File: src/hdl/rw_pkg.sv
package rw_pkg;

   // ~~~~~~~~~~~~~~~~~~~~~~~~~~~~~~~~~~~~~~~~
   // Sizes
   // ~~~~~~~~~~~~~~~~~~~~~~~~~~~~~~~~~~~~~~~~
   localparam int N_THREADS         = 8;   // One outstanding read each
   localparam int LOG_CQ_SLICE_SIZE = 4;
   localparam int LOG_RW_WIDTH      = 2;   // Object is 4 bytes
   localparam int LOG_LINE_BYTES    = 6;   // 64-byte memory line
   localparam int LOG_OBJS_PER_LINE = LOG_LINE_BYTES - LOG_RW_WIDTH;
   localparam int OUT_LOG_DEPTH     = 4;
   localparam int AR_LOG_DEPTH      = 3;   // 8-entry request queue

   typedef logic [$clog2(N_THREADS)-1:0]      thread_id_t;
   typedef logic [LOG_CQ_SLICE_SIZE-1:0]      cq_slot_t;
   typedef logic [8*(2**LOG_RW_WIDTH)-1:0]    object_t;
   typedef logic [8*(2**LOG_LINE_BYTES)-1:0]  line_t;
   typedef logic [11:0]                       cache_addr_t;
   typedef logic [OUT_LOG_DEPTH:0]            fifo_size_t;   // 0 to 16
   typedef logic [7:0]                        reg_addr_t;

   typedef enum logic [3:0] {
      TASK_TYPE_NORMAL           = 4'd0,
      TASK_TYPE_UNDO_LOG_RESTORE = 4'd1
   } task_type_t;

   typedef struct packed {
      logic [31:0] ts;
      logic [31:0] locale;
      task_type_t  ttype;
      logic        no_read;
   } task_t;

   // Result handed to the output queue
   typedef struct packed {
      task_t       task_desc;
      cq_slot_t    cq_slot;
      thread_id_t  thread;
      object_t     object;
      cache_addr_t cache_addr;
   } rw_write_t;

   // ~~~~~~~~~~~~~~~~~~~~~~~~~~~~~~~~~~~~~~~~
   // Register bus
   // ~~~~~~~~~~~~~~~~~~~~~~~~~~~~~~~~~~~~~~~~
   typedef struct packed {
      logic        wvalid;   // One-cycle strobe
      reg_addr_t   waddr;
      logic [31:0] wdata;
   } reg_wr_t;

   typedef struct packed {
      logic      arvalid;    // Data follows one cycle later
      reg_addr_t araddr;
   } reg_rd_t;

   localparam reg_addr_t RW_BASE_ADDR                        = 8'h00;
   localparam reg_addr_t CORE_FIFO_OUT_ALMOST_FULL_THRESHOLD = 8'h04;
   localparam reg_addr_t CORE_N_DEQUEUES                     = 8'h08;
   localparam reg_addr_t CORE_START                          = 8'h0C;
   localparam reg_addr_t CORE_DEBUG_WORD                     = 8'h10;

   // Read-only stall counters
   localparam reg_addr_t CNT_NO_TASK    = 8'h80;
   localparam reg_addr_t CNT_PROCESSED  = 8'h84;
   localparam reg_addr_t CNT_STALL_FIFO = 8'h88;
   localparam reg_addr_t CNT_STALL_MEM  = 8'h8C;
   localparam reg_addr_t CNT_UNASSIGNED = 8'hA0;

endpackage

File: src/hdl/fifo.sv
`timescale 1ns/10ps

module fifo #(
   parameter int WIDTH     = 32,
   parameter int LOG_DEPTH = 3
) (
   input  logic                 clk,
   input  logic                 rstn,

   input  logic                 wr_en,
   input  logic [WIDTH-1:0]     wr_data,

   input  logic                 rd_en,
   output logic [WIDTH-1:0]     rd_data,

   output logic                 full,
   output logic                 empty,
   output logic [LOG_DEPTH:0]   occupancy
);

   localparam int DEPTH = 2**LOG_DEPTH;

   logic [WIDTH-1:0] mem [DEPTH];

   // Extra top bit tells full from empty
   logic [LOG_DEPTH:0] wr_ptr;
   logic [LOG_DEPTH:0] rd_ptr;

   logic do_wr;
   logic do_rd;

   assign occupancy = wr_ptr - rd_ptr;
   assign full      = (occupancy == DEPTH[LOG_DEPTH:0]);
   assign empty     = (wr_ptr == rd_ptr);

   assign do_wr = wr_en & ~full;
   assign do_rd = rd_en & ~empty;

   assign rd_data = mem[rd_ptr[LOG_DEPTH-1:0]];   // Head entry

   always_ff @(posedge clk) begin
      if (do_wr) begin
         mem[wr_ptr[LOG_DEPTH-1:0]] <= wr_data;
      end
   end

   always_ff @(posedge clk) begin
      if (!rstn) begin
         wr_ptr <= '0;
         rd_ptr <= '0;
      end else begin
         if (do_wr) begin
            wr_ptr <= wr_ptr + 1'b1;
         end
         if (do_rd) begin
            rd_ptr <= rd_ptr + 1'b1;
         end
      end
   end

endmodule

File: src/hdl/read_rw.sv
`timescale 1ns/10ps

module read_rw (
   input  logic                  clk,
   input  logic                  rstn,

   input  logic                  task_in_valid,
   output logic                  task_in_ready,
   input  rw_pkg::task_t         task_in,
   input  rw_pkg::cq_slot_t      cq_slot_in,
   input  rw_pkg::thread_id_t    thread_id_in,

   input  logic                  gvt_task_slot_valid,
   input  rw_pkg::cq_slot_t      gvt_task_slot,

   output logic                  arvalid,
   input  logic                  arready,
   output logic [31:0]           araddr,
   output rw_pkg::thread_id_t    arid,

   input  logic                  rvalid,
   output logic                  rready,
   input  rw_pkg::thread_id_t    rid,
   input  rw_pkg::line_t         rdata,
   input  rw_pkg::cache_addr_t   rindex,

   output logic                  task_out_valid,
   input  logic                  task_out_ready,
   output rw_pkg::rw_write_t     task_out,
   input  rw_pkg::fifo_size_t    task_out_fifo_occ,

   input  rw_pkg::reg_wr_t       reg_wr,
   input  rw_pkg::reg_rd_t       reg_rd,
   output logic                  reg_rvalid,
   output logic [31:0]           reg_rdata
);

   import rw_pkg::*;

   // Config state
   logic        started;
   logic [31:0] base_rw_addr;
   fifo_size_t  almost_full_thresh;
   logic [31:0] dequeues_remaining;

   logic in_fire;
   logic out_fire;
   logic is_bypass;   // no_read or undo-log restore
   logic can_dequeue;

   // Bypass register
   logic       byp_valid;
   task_t      byp_task;
   cq_slot_t   byp_slot;
   thread_id_t byp_thread;
   object_t    byp_object;

   // ~~~~~~~~~~~~~~~~~~~~~~~~~~~~~~~~~~~~~~~~
   // Intake
   // ~~~~~~~~~~~~~~~~~~~~~~~~~~~~~~~~~~~~~~~~
   logic        ar_full;
   logic        ar_empty;
   logic        ar_wr;
   logic [31:0] ar_addr_in;

   assign is_bypass = task_in.no_read | (task_in.ttype == TASK_TYPE_UNDO_LOG_RESTORE);

   assign can_dequeue = (dequeues_remaining != '0) &
      ((task_out_fifo_occ < almost_full_thresh) |
       (gvt_task_slot_valid & (gvt_task_slot == cq_slot_in)));

   assign task_in_ready = can_dequeue & ~byp_valid & (is_bypass | ~ar_full);
   assign in_fire       = task_in_valid & task_in_ready;

   assign ar_wr      = in_fire & ~is_bypass;
   assign ar_addr_in = base_rw_addr + (task_in.locale << LOG_RW_WIDTH);

   fifo #(
      .WIDTH     ($bits(ar_addr_in) + $bits(thread_id_t)),
      .LOG_DEPTH (AR_LOG_DEPTH)
   ) u_ar_fifo (
      .clk       (clk),
      .rstn      (rstn),
      .wr_en     (ar_wr),
      .wr_data   ({ar_addr_in, thread_id_in}),
      .rd_en     (arvalid & arready),
      .rd_data   ({araddr, arid}),
      .full      (ar_full),
      .empty     (ar_empty),
      .occupancy ()
   );

   assign arvalid = ~ar_empty;

   // Per-thread context for matching responses
   task_t    thr_task [N_THREADS];
   cq_slot_t thr_slot [N_THREADS];

   always_ff @(posedge clk) begin
      if (ar_wr) begin
         thr_task[thread_id_in] <= task_in;
         thr_slot[thread_id_in] <= cq_slot_in;
      end
   end

   // ~~~~~~~~~~~~~~~~~~~~~~~~~~~~~~~~~~~~~~~~
   // Undo log and bypass
   // ~~~~~~~~~~~~~~~~~~~~~~~~~~~~~~~~~~~~~~~~
   object_t undo_log [2**LOG_CQ_SLICE_SIZE];
   object_t undo_word;

   assign out_fire = task_out_valid & task_out_ready;

   // Forward an object being logged to the same slot this cycle
   assign undo_word = (out_fire && task_out.cq_slot == cq_slot_in) ?
                      task_out.object : undo_log[cq_slot_in];

   always_ff @(posedge clk) begin
      if (out_fire) begin
         undo_log[task_out.cq_slot] <= task_out.object;
      end
   end

   always_ff @(posedge clk) begin
      if (in_fire & is_bypass) begin
         byp_task   <= task_in;
         byp_slot   <= cq_slot_in;
         byp_thread <= thread_id_in;
         byp_object <= (task_in.ttype == TASK_TYPE_UNDO_LOG_RESTORE) ? undo_word : '0;
      end
   end

   always_ff @(posedge clk) begin
      if (!rstn) begin
         byp_valid <= 1'b0;
      end else if (in_fire & is_bypass) begin
         byp_valid <= 1'b1;
      end else if (out_fire) begin
         byp_valid <= 1'b0;
      end
   end

   // Bypass wins over a waiting response
   always_comb begin
      task_out_valid = byp_valid | rvalid;
      rready         = ~byp_valid & task_out_ready;
      if (byp_valid) begin
         task_out.task_desc  = byp_task;
         task_out.cq_slot    = byp_slot;
         task_out.thread     = byp_thread;
         task_out.object     = byp_object;
         task_out.cache_addr = '0;
      end else begin
         task_out.task_desc  = thr_task[rid];
         task_out.cq_slot    = thr_slot[rid];
         task_out.thread     = rid;
         task_out.object     =
            rdata[thr_task[rid].locale[LOG_OBJS_PER_LINE-1:0] * $bits(object_t)
                  +: $bits(object_t)];
         task_out.cache_addr = rindex;
      end
   end

   // ~~~~~~~~~~~~~~~~~~~~~~~~~~~~~~~~~~~~~~~~
   // Registers and stall counters
   // ~~~~~~~~~~~~~~~~~~~~~~~~~~~~~~~~~~~~~~~~
   always_ff @(posedge clk) begin
      if (!rstn) begin
         base_rw_addr       <= '0;
         almost_full_thresh <= '1;
         dequeues_remaining <= '1;
         started            <= 1'b0;
      end else if (reg_wr.wvalid) begin
         case (reg_wr.waddr)
            RW_BASE_ADDR:    base_rw_addr <= {reg_wr.wdata[29:0], 2'b00};
            CORE_FIFO_OUT_ALMOST_FULL_THRESHOLD:
               almost_full_thresh <= reg_wr.wdata[$bits(fifo_size_t)-1:0];
            CORE_N_DEQUEUES: dequeues_remaining <= reg_wr.wdata;
            CORE_START:      started <= reg_wr.wdata[0];
            default: ;
         endcase
      end else if (in_fire) begin
         dequeues_remaining <= dequeues_remaining - 1'b1;
      end
   end

   logic [31:0] cnt_no_task;
   logic [31:0] cnt_processed;
   logic [31:0] cnt_stall_fifo;
   logic [31:0] cnt_stall_mem;
   logic [31:0] cnt_unassigned;

   always_ff @(posedge clk) begin
      if (!rstn) begin
         cnt_no_task    <= '0;
         cnt_processed  <= '0;
         cnt_stall_fifo <= '0;
         cnt_stall_mem  <= '0;
         cnt_unassigned <= '0;
      end else if (started) begin
         if (!task_in_valid) begin
            cnt_no_task <= cnt_no_task + 1'b1;
         end else if (task_in_ready) begin
            cnt_processed <= cnt_processed + 1'b1;
         end else if (task_out_fifo_occ >= almost_full_thresh) begin
            cnt_stall_fifo <= cnt_stall_fifo + 1'b1;
         end else if (arvalid & ~arready) begin
            cnt_stall_mem <= cnt_stall_mem + 1'b1;
         end else begin
            cnt_unassigned <= cnt_unassigned + 1'b1;
         end
      end
   end

   always_ff @(posedge clk) begin
      if (!rstn) begin
         reg_rvalid <= 1'b0;
      end else begin
         reg_rvalid <= reg_rd.arvalid;
      end
   end

   always_ff @(posedge clk) begin
      if (reg_rd.arvalid) begin
         case (reg_rd.araddr)
            RW_BASE_ADDR:    reg_rdata <= base_rw_addr;
            CORE_FIFO_OUT_ALMOST_FULL_THRESHOLD:
               reg_rdata <= 32'(almost_full_thresh);
            CORE_N_DEQUEUES: reg_rdata <= dequeues_remaining;
            CORE_START:      reg_rdata <= {31'b0, started};
            CORE_DEBUG_WORD: reg_rdata <= {24'b0,
                                           arvalid, arready, rvalid, rready,
                                           task_in_valid, task_in_ready,
                                           task_out_valid, task_out_ready};
            CNT_NO_TASK:     reg_rdata <= cnt_no_task;
            CNT_PROCESSED:   reg_rdata <= cnt_processed;
            CNT_STALL_FIFO:  reg_rdata <= cnt_stall_fifo;
            CNT_STALL_MEM:   reg_rdata <= cnt_stall_mem;
            CNT_UNASSIGNED:  reg_rdata <= cnt_unassigned;
            default:         reg_rdata <= '0;
         endcase
      end
   end

endmodule

File: src/hdl/rw_read_unit.sv
`timescale 1ns/10ps

module rw_read_unit (
   input  logic                  clk,
   input  logic                  rstn,

   input  logic                  task_in_valid,
   output logic                  task_in_ready,
   input  rw_pkg::task_t         task_in,
   input  rw_pkg::cq_slot_t      cq_slot_in,
   input  rw_pkg::thread_id_t    thread_id_in,

   input  logic                  gvt_task_slot_valid,
   input  rw_pkg::cq_slot_t      gvt_task_slot,

   output logic                  arvalid,
   input  logic                  arready,
   output logic [31:0]           araddr,
   output rw_pkg::thread_id_t    arid,

   input  logic                  rvalid,
   output logic                  rready,
   input  rw_pkg::thread_id_t    rid,
   input  rw_pkg::line_t         rdata,
   input  rw_pkg::cache_addr_t   rindex,

   output logic                  out_valid,
   input  logic                  out_ready,
   output rw_pkg::rw_write_t     out_word,

   input  rw_pkg::reg_wr_t       reg_wr,
   input  rw_pkg::reg_rd_t       reg_rd,
   output logic                  reg_rvalid,
   output logic [31:0]           reg_rdata
);

   import rw_pkg::*;

   logic       task_out_valid;
   logic       task_out_ready;
   rw_write_t  task_out;
   fifo_size_t out_occ;
   logic       out_full;
   logic       out_empty;

   assign task_out_ready = ~out_full;
   assign out_valid      = ~out_empty;

   read_rw u_read_rw (
      .clk                 (clk),
      .rstn                (rstn),
      .task_in_valid       (task_in_valid),
      .task_in_ready       (task_in_ready),
      .task_in             (task_in),
      .cq_slot_in          (cq_slot_in),
      .thread_id_in        (thread_id_in),
      .gvt_task_slot_valid (gvt_task_slot_valid),
      .gvt_task_slot       (gvt_task_slot),
      .arvalid             (arvalid),
      .arready             (arready),
      .araddr              (araddr),
      .arid                (arid),
      .rvalid              (rvalid),
      .rready              (rready),
      .rid                 (rid),
      .rdata               (rdata),
      .rindex              (rindex),
      .task_out_valid      (task_out_valid),
      .task_out_ready      (task_out_ready),
      .task_out            (task_out),
      .task_out_fifo_occ   (out_occ),
      .reg_wr              (reg_wr),
      .reg_rd              (reg_rd),
      .reg_rvalid          (reg_rvalid),
      .reg_rdata           (reg_rdata)
   );

   // Output queue
   fifo #(
      .WIDTH     ($bits(rw_write_t)),
      .LOG_DEPTH (OUT_LOG_DEPTH)
   ) u_out_fifo (
      .clk       (clk),
      .rstn      (rstn),
      .wr_en     (task_out_valid),
      .wr_data   (task_out),
      .rd_en     (out_ready),
      .rd_data   (out_word),
      .full      (out_full),
      .empty     (out_empty),
      .occupancy (out_occ)
   );

endmodule

File: config.mk
export PLATFORM = sky130hd
export DESIGN_NAME = rw_read_unit
export DESIGN_NICKNAME = d
export VERILOG_FILES = /design/src/hdl/rw_pkg.sv /design/src/hdl/fifo.sv /design/src/hdl/read_rw.sv /design/src/hdl/rw_read_unit.sv
export SDC_FILE = /design/constraint.sdc
export NUM_CORES = 2
export LEC_CHECK = 0
export BUFFER_PORTS_ARGS = -buffer_cell sky130_fd_sc_hd__buf_2
export CAP_MARGIN = 15
export CELL_PAD_IN_SITES_DETAIL_PLACEMENT = 1
export CELL_PAD_IN_SITES_GLOBAL_PLACEMENT = 1
export CORE_UTILIZATION = 48
export DETAILED_ROUTE_END_ITERATION = 8
export PLACE_DENSITY_LB_ADDON = 0.2
export SLEW_MARGIN = 5
export SYNTH_ARGS = -nofsm -noshare
export SYNTH_HDL_FRONTEND = slang
export SYNTH_SLANG_ARGS = --single-unit
File: constraint.sdc
create_clock -name clk -period 10.7 [get_ports clk]
set_clock_uncertainty 0.05 [all_clocks]
set_input_delay 1.07 -clock clk [delete_from_list [all_inputs] [get_ports clk]]
set_output_delay 1.07 -clock clk [all_outputs]
set_load 0.01 [all_outputs]
==> flow_metrics.py <==
metrics = {
    "floorplan": {
        "num_io_pins": 856,
        "core_area_um2": 306100,
        "die_area_um2": 310000,
        "initial_core_util_pct": 48.28,
        "rows": 203,
        "die_y_um": 556.8,
        "die_x_um": 556.8,
    },
    "worst_setup_path": {
        "worst_path_largest_cell_delay_ns": 0.82,
        "worstPathArrival_ns": 6.52,
        "critical_path_class": "flip-flop to flip-flop",
        "crit_path_cell_trace": "inv_1 > ha_1 > inv_1 > fa_1 > a21o_1 > a21oi_1 > xnor2_1 > ha_1 > nand4_1 > nor2_1 > a211oi_1 > o21bai_2 > nor2_1 > and3_1 > nand2b_1 > nor2_4 > buf_4",
        "critPathLaunch": "u_out_fifo.wr_ptr[0]",
        "critPathMaxFanout": 49,
        "cp_data_required_time_ns": 11.16,
        "crit_end": "u_read_rw.thr_task[2][7]",
        "critPathCaptureType": "flip-flop",
        "rrSetupSlack_ns": 4.64,
        "critPathSlowestCell": "nor2_4",
        "timing.rr.start": "u_out_fifo.wr_ptr[0]",
        "r2r_end": "u_read_rw.thr_task[2][7]",
        "worstSetupStartpointType": "flip-flop",
        "rr_worst_depth": 17,
    },
    "job": {
        "cap_viol_max_count": 0,
    },
    "yosys": {
        "synth_edf_count": 3420,
        "synth_largest_area_cell": "edfxtp_1",
        "synth_top_family_by_area": "multiplexers",
        "yosys_warnings": 0,
        "synth.avg_cell_area_um2": 19.09,
        "ys.flop_type": "edfxtp_1",
        "synth-compound-area-share_pct": 3.237,
        "synth_mux_area_share_pct": 16.39,
        "ys_types": 74,
        "synth-simple-area-share_pct": 4.571,
        "async_flop_share_pct": 0,
        "ys_ff_latch": 3675,
        "synth-xor-area-share_pct": 0.9662,
        "syn_area_um2": 147800,
        "netlist_top_cells_area": "edfxtp_1 (70%), mux4_2 (15%), dfxtp_1 (3.5%)",
        "synth_cells": 7738,
        "yosys.area_share.adder_pct": 0.4928,
        "yosys.area.top_type_share_pct": 69.51,
        "yosysSeqAreaShare_pct": 72.96,
    },
    "global_route": {
        "grt_pass1_wl_um": 615800,
        "antenna_found_initial": 75,
        "grtUsageTotal_pct": 27.86,
        "grt_max_degree": 160,
        "globalRoute.totalOverflow": 0,
        "grt_pass1_vias": 83750,
    },
    "final_layout": {
        "final_cell_mix": "edfxtp_1 (3420), mux4_2 (972), buf_2 (847)",
        "nFillCells": 27180,
        "fin_nets": 9484,
        "fin_util_pct": 55.68,
        "seqCellArea_um2": 107800,
        "final_cells": 13200,
        "syn2layout_area_growth_pct": 15.33,
        "layout-drive-gt1-share_pct": 30.45,
        "final_common_cell": "edfxtp_1",
        "multi_input_area_um2": 38650,
    },
    "clock_tree": {
        "postCtsResizedCells": 0,
        "clk_pin_slew_ns": 0.06,
        "cts_hold_buf": 0,
        "cts_tree": "yes",
        "cts_setup_buffers": 0,
        "cts.sinks": 3675,
        "cts-root-buf": "clkbuf_16",
        "cts_buffers": 383,
        "insertion_delay_ns": 0.94,
        "htree_levels": 5,
        "cts_max_path_buffers": 4,
    },
    "placed_design": {
        "gp_congestion": 0.9471,
        "place_inst": 12470,
        "hpwl_um": 268600,
        "pre_cts_ws_ns": 4.605,
        "io_buffers": 853,
    },
    "sta": {
        "setup_viol": 0,
        "setup_slack_ns": 4.639,
        "rsz0062_at_grt": "no",
        "slew_violations": 0,
        "tightest_slew_ns": 1.209,
        "min_period_ns": 6.061,
        "hold_viol": 0,
        "setup_tns_ns": 0,
        "maxSlewHeadroom_pct": 18.84,
        "min_period_over_period_pct": 56.65,
        "max_freq_mhz": 165.0,
    },
    "status": {
        "status": "finished clean",
    },
    "power_and_ir_drop": {
        "pwr_density_cell_nw_per_um2": 204.6,
        "ir_drop_uv": 149.2,
        "leakagePower_nw": 55.47,
    },
    "hold_path": {
        "hold_path_class": "primary input to flip-flop",
    },
    "drt": {
        "wl_um": 437600,
        "drtAntennaViolNets": 0,
        "drt_iter0_drc": 9516,
        "vias": 81700,
        "first_pass_iters": 8,
        "drc": 0,
        "wl_per_cell_um": 33.14,
        "viasPerCell": 6.188,
    },
}
-- stage by stage --
step                      cell area (um^2)  power [W]  hold WS, ns
after floorplan                     147800    0.02004       0.4062
after global placement              157900    0.02200       0.4315
after detailed placement            157900    0.02215       0.4549
after CTS                           170200    0.03514       0.2985
after global routing                170400    0.03587       0.3507
final                               170400    0.03486       0.3682
-- sequential cells by signal, summed over array words and instances, names as in the netlist, 4 cells and up, named ones only --
register and cells:
u_read_rw.u_ar_fifo.mem 264, u_out_fifo.mem 1920, u_read_rw.cnt_stall_fifo 32, u_out_fifo.wr_ptr 5, u_read_rw.thr_task 552, u_out_fifo.rd_ptr 5, u_read_rw.cnt_processed 32, u_read_rw.cnt_stall_mem 32
u_read_rw.almost_full_thresh 5, u_read_rw.dequeues_remaining 32, u_read_rw.byp_task 69, u_read_rw.cnt_unassigned 32, u_read_rw.base_rw_addr 30, u_read_rw.reg_rdata 32, u_read_rw.byp_slot 4, u_read_rw.u_ar_fifo.rd_ptr 4
u_read_rw.cnt_no_task 32, u_read_rw.thr_slot 32, u_read_rw.byp_object 32, u_read_rw.undo_log 512, u_read_rw.u_ar_fifo.wr_ptr 4
-- Yosys cell counts (40+ instances only) --
master and n:
a211oi_1 40, a21boi_0 66, a21oi_1 83, a222oi_1 87, a31oi_1 110, and2_1 165
buf_1 89, clkbuf_1 342, dfxtp_1 255, edfxtp_1 3420, ha_1 55, inv_1 92
mux2i_1 190, mux4_2 972, nand2_1 602, nand3_1 158, nor2_1 158, nor2b_1 62
nor3_1 49, o211ai_1 46, o21ai_0 175, or3_1 45, xnor2_1 92, xor2_1 71
-- critical path, delay by kind of cell (launching register included) --
kind | cells | cell delay (ns)
AOI/OAI and AO/OA | 4 | 1.07
xor gates and xnor gates | 1 | 0.17
adders and majority gates | 3 | 0.87
buffers and inverters | 3 | 1.03
DFF | 1 | 0.34
and+or+nand+nor | 6 | 2.02
-- where the power goes --
group	internal [W]	total [W]	leakage [nW]	switching (W)
clock	0.00751	0.0131	5.95	0.00555
combinational	0.00196	0.00495	16.5	0.00300
sequential	0.0167	0.0169	33.1	0.000186
total	0.0261	0.0349	55.5	0.00873
-- how the worst min path moves through the flow --
stage | from | end | slack, ns | cells past startpoint
CTS | reg_wr[14] | u_read_rw.base_rw_addr[16] | 0.30 | 3
floorplan | u_read_rw.cnt_stall_mem[31] | u_read_rw.cnt_stall_mem[31] | 0.41 | 2
global placement | u_read_rw.cnt_processed[26] | u_read_rw.cnt_processed[26] | 0.43 | 2
detailed placement | u_read_rw.cnt_processed[26] | u_read_rw.cnt_processed[26] | 0.45 | 2
finish | reg_wr[22] | u_read_rw.base_rw_addr[24] | 0.37 | 3
global route | task_in[39] | u_read_rw.thr_task[7][39] | 0.35 | 1
-- layout make-up --
cell class | count | area share (%)
Sequential cell | 3675 | 63.28
Multi-Input combinational cell | 3533 | 22.68
Clock buffer | 488 | 5.995
Timing Repair Buffer | 1078 | 3.613
Tap cell | 4100 | 3.010
Clock inverter | 210 | 1.178
Inverter | 92 | 0.2027
Antenna cell | 27 | 0.03965
-- kinds of logic after synthesis --
family	after synthesis
AOI/OAI and AO/OA	708
xor gates and xnor gates	163
adders and majority gates	57
buffers and inverters	531
DFF	3675
muxes	1200
other	1
and+or+nand+nor	1403
-- metal layers --
metal  share of wire [%]  up-vias  GRT usage, %
met5               0.041        -             0
met4                 2.4       28         6.385
met3                 7.7      598         4.938
met2                  47     3627         44.24
met1                  42    43790         40.46
li1                    -    33660             -
No activity file was read; power rests on OpenSTA's default activity.
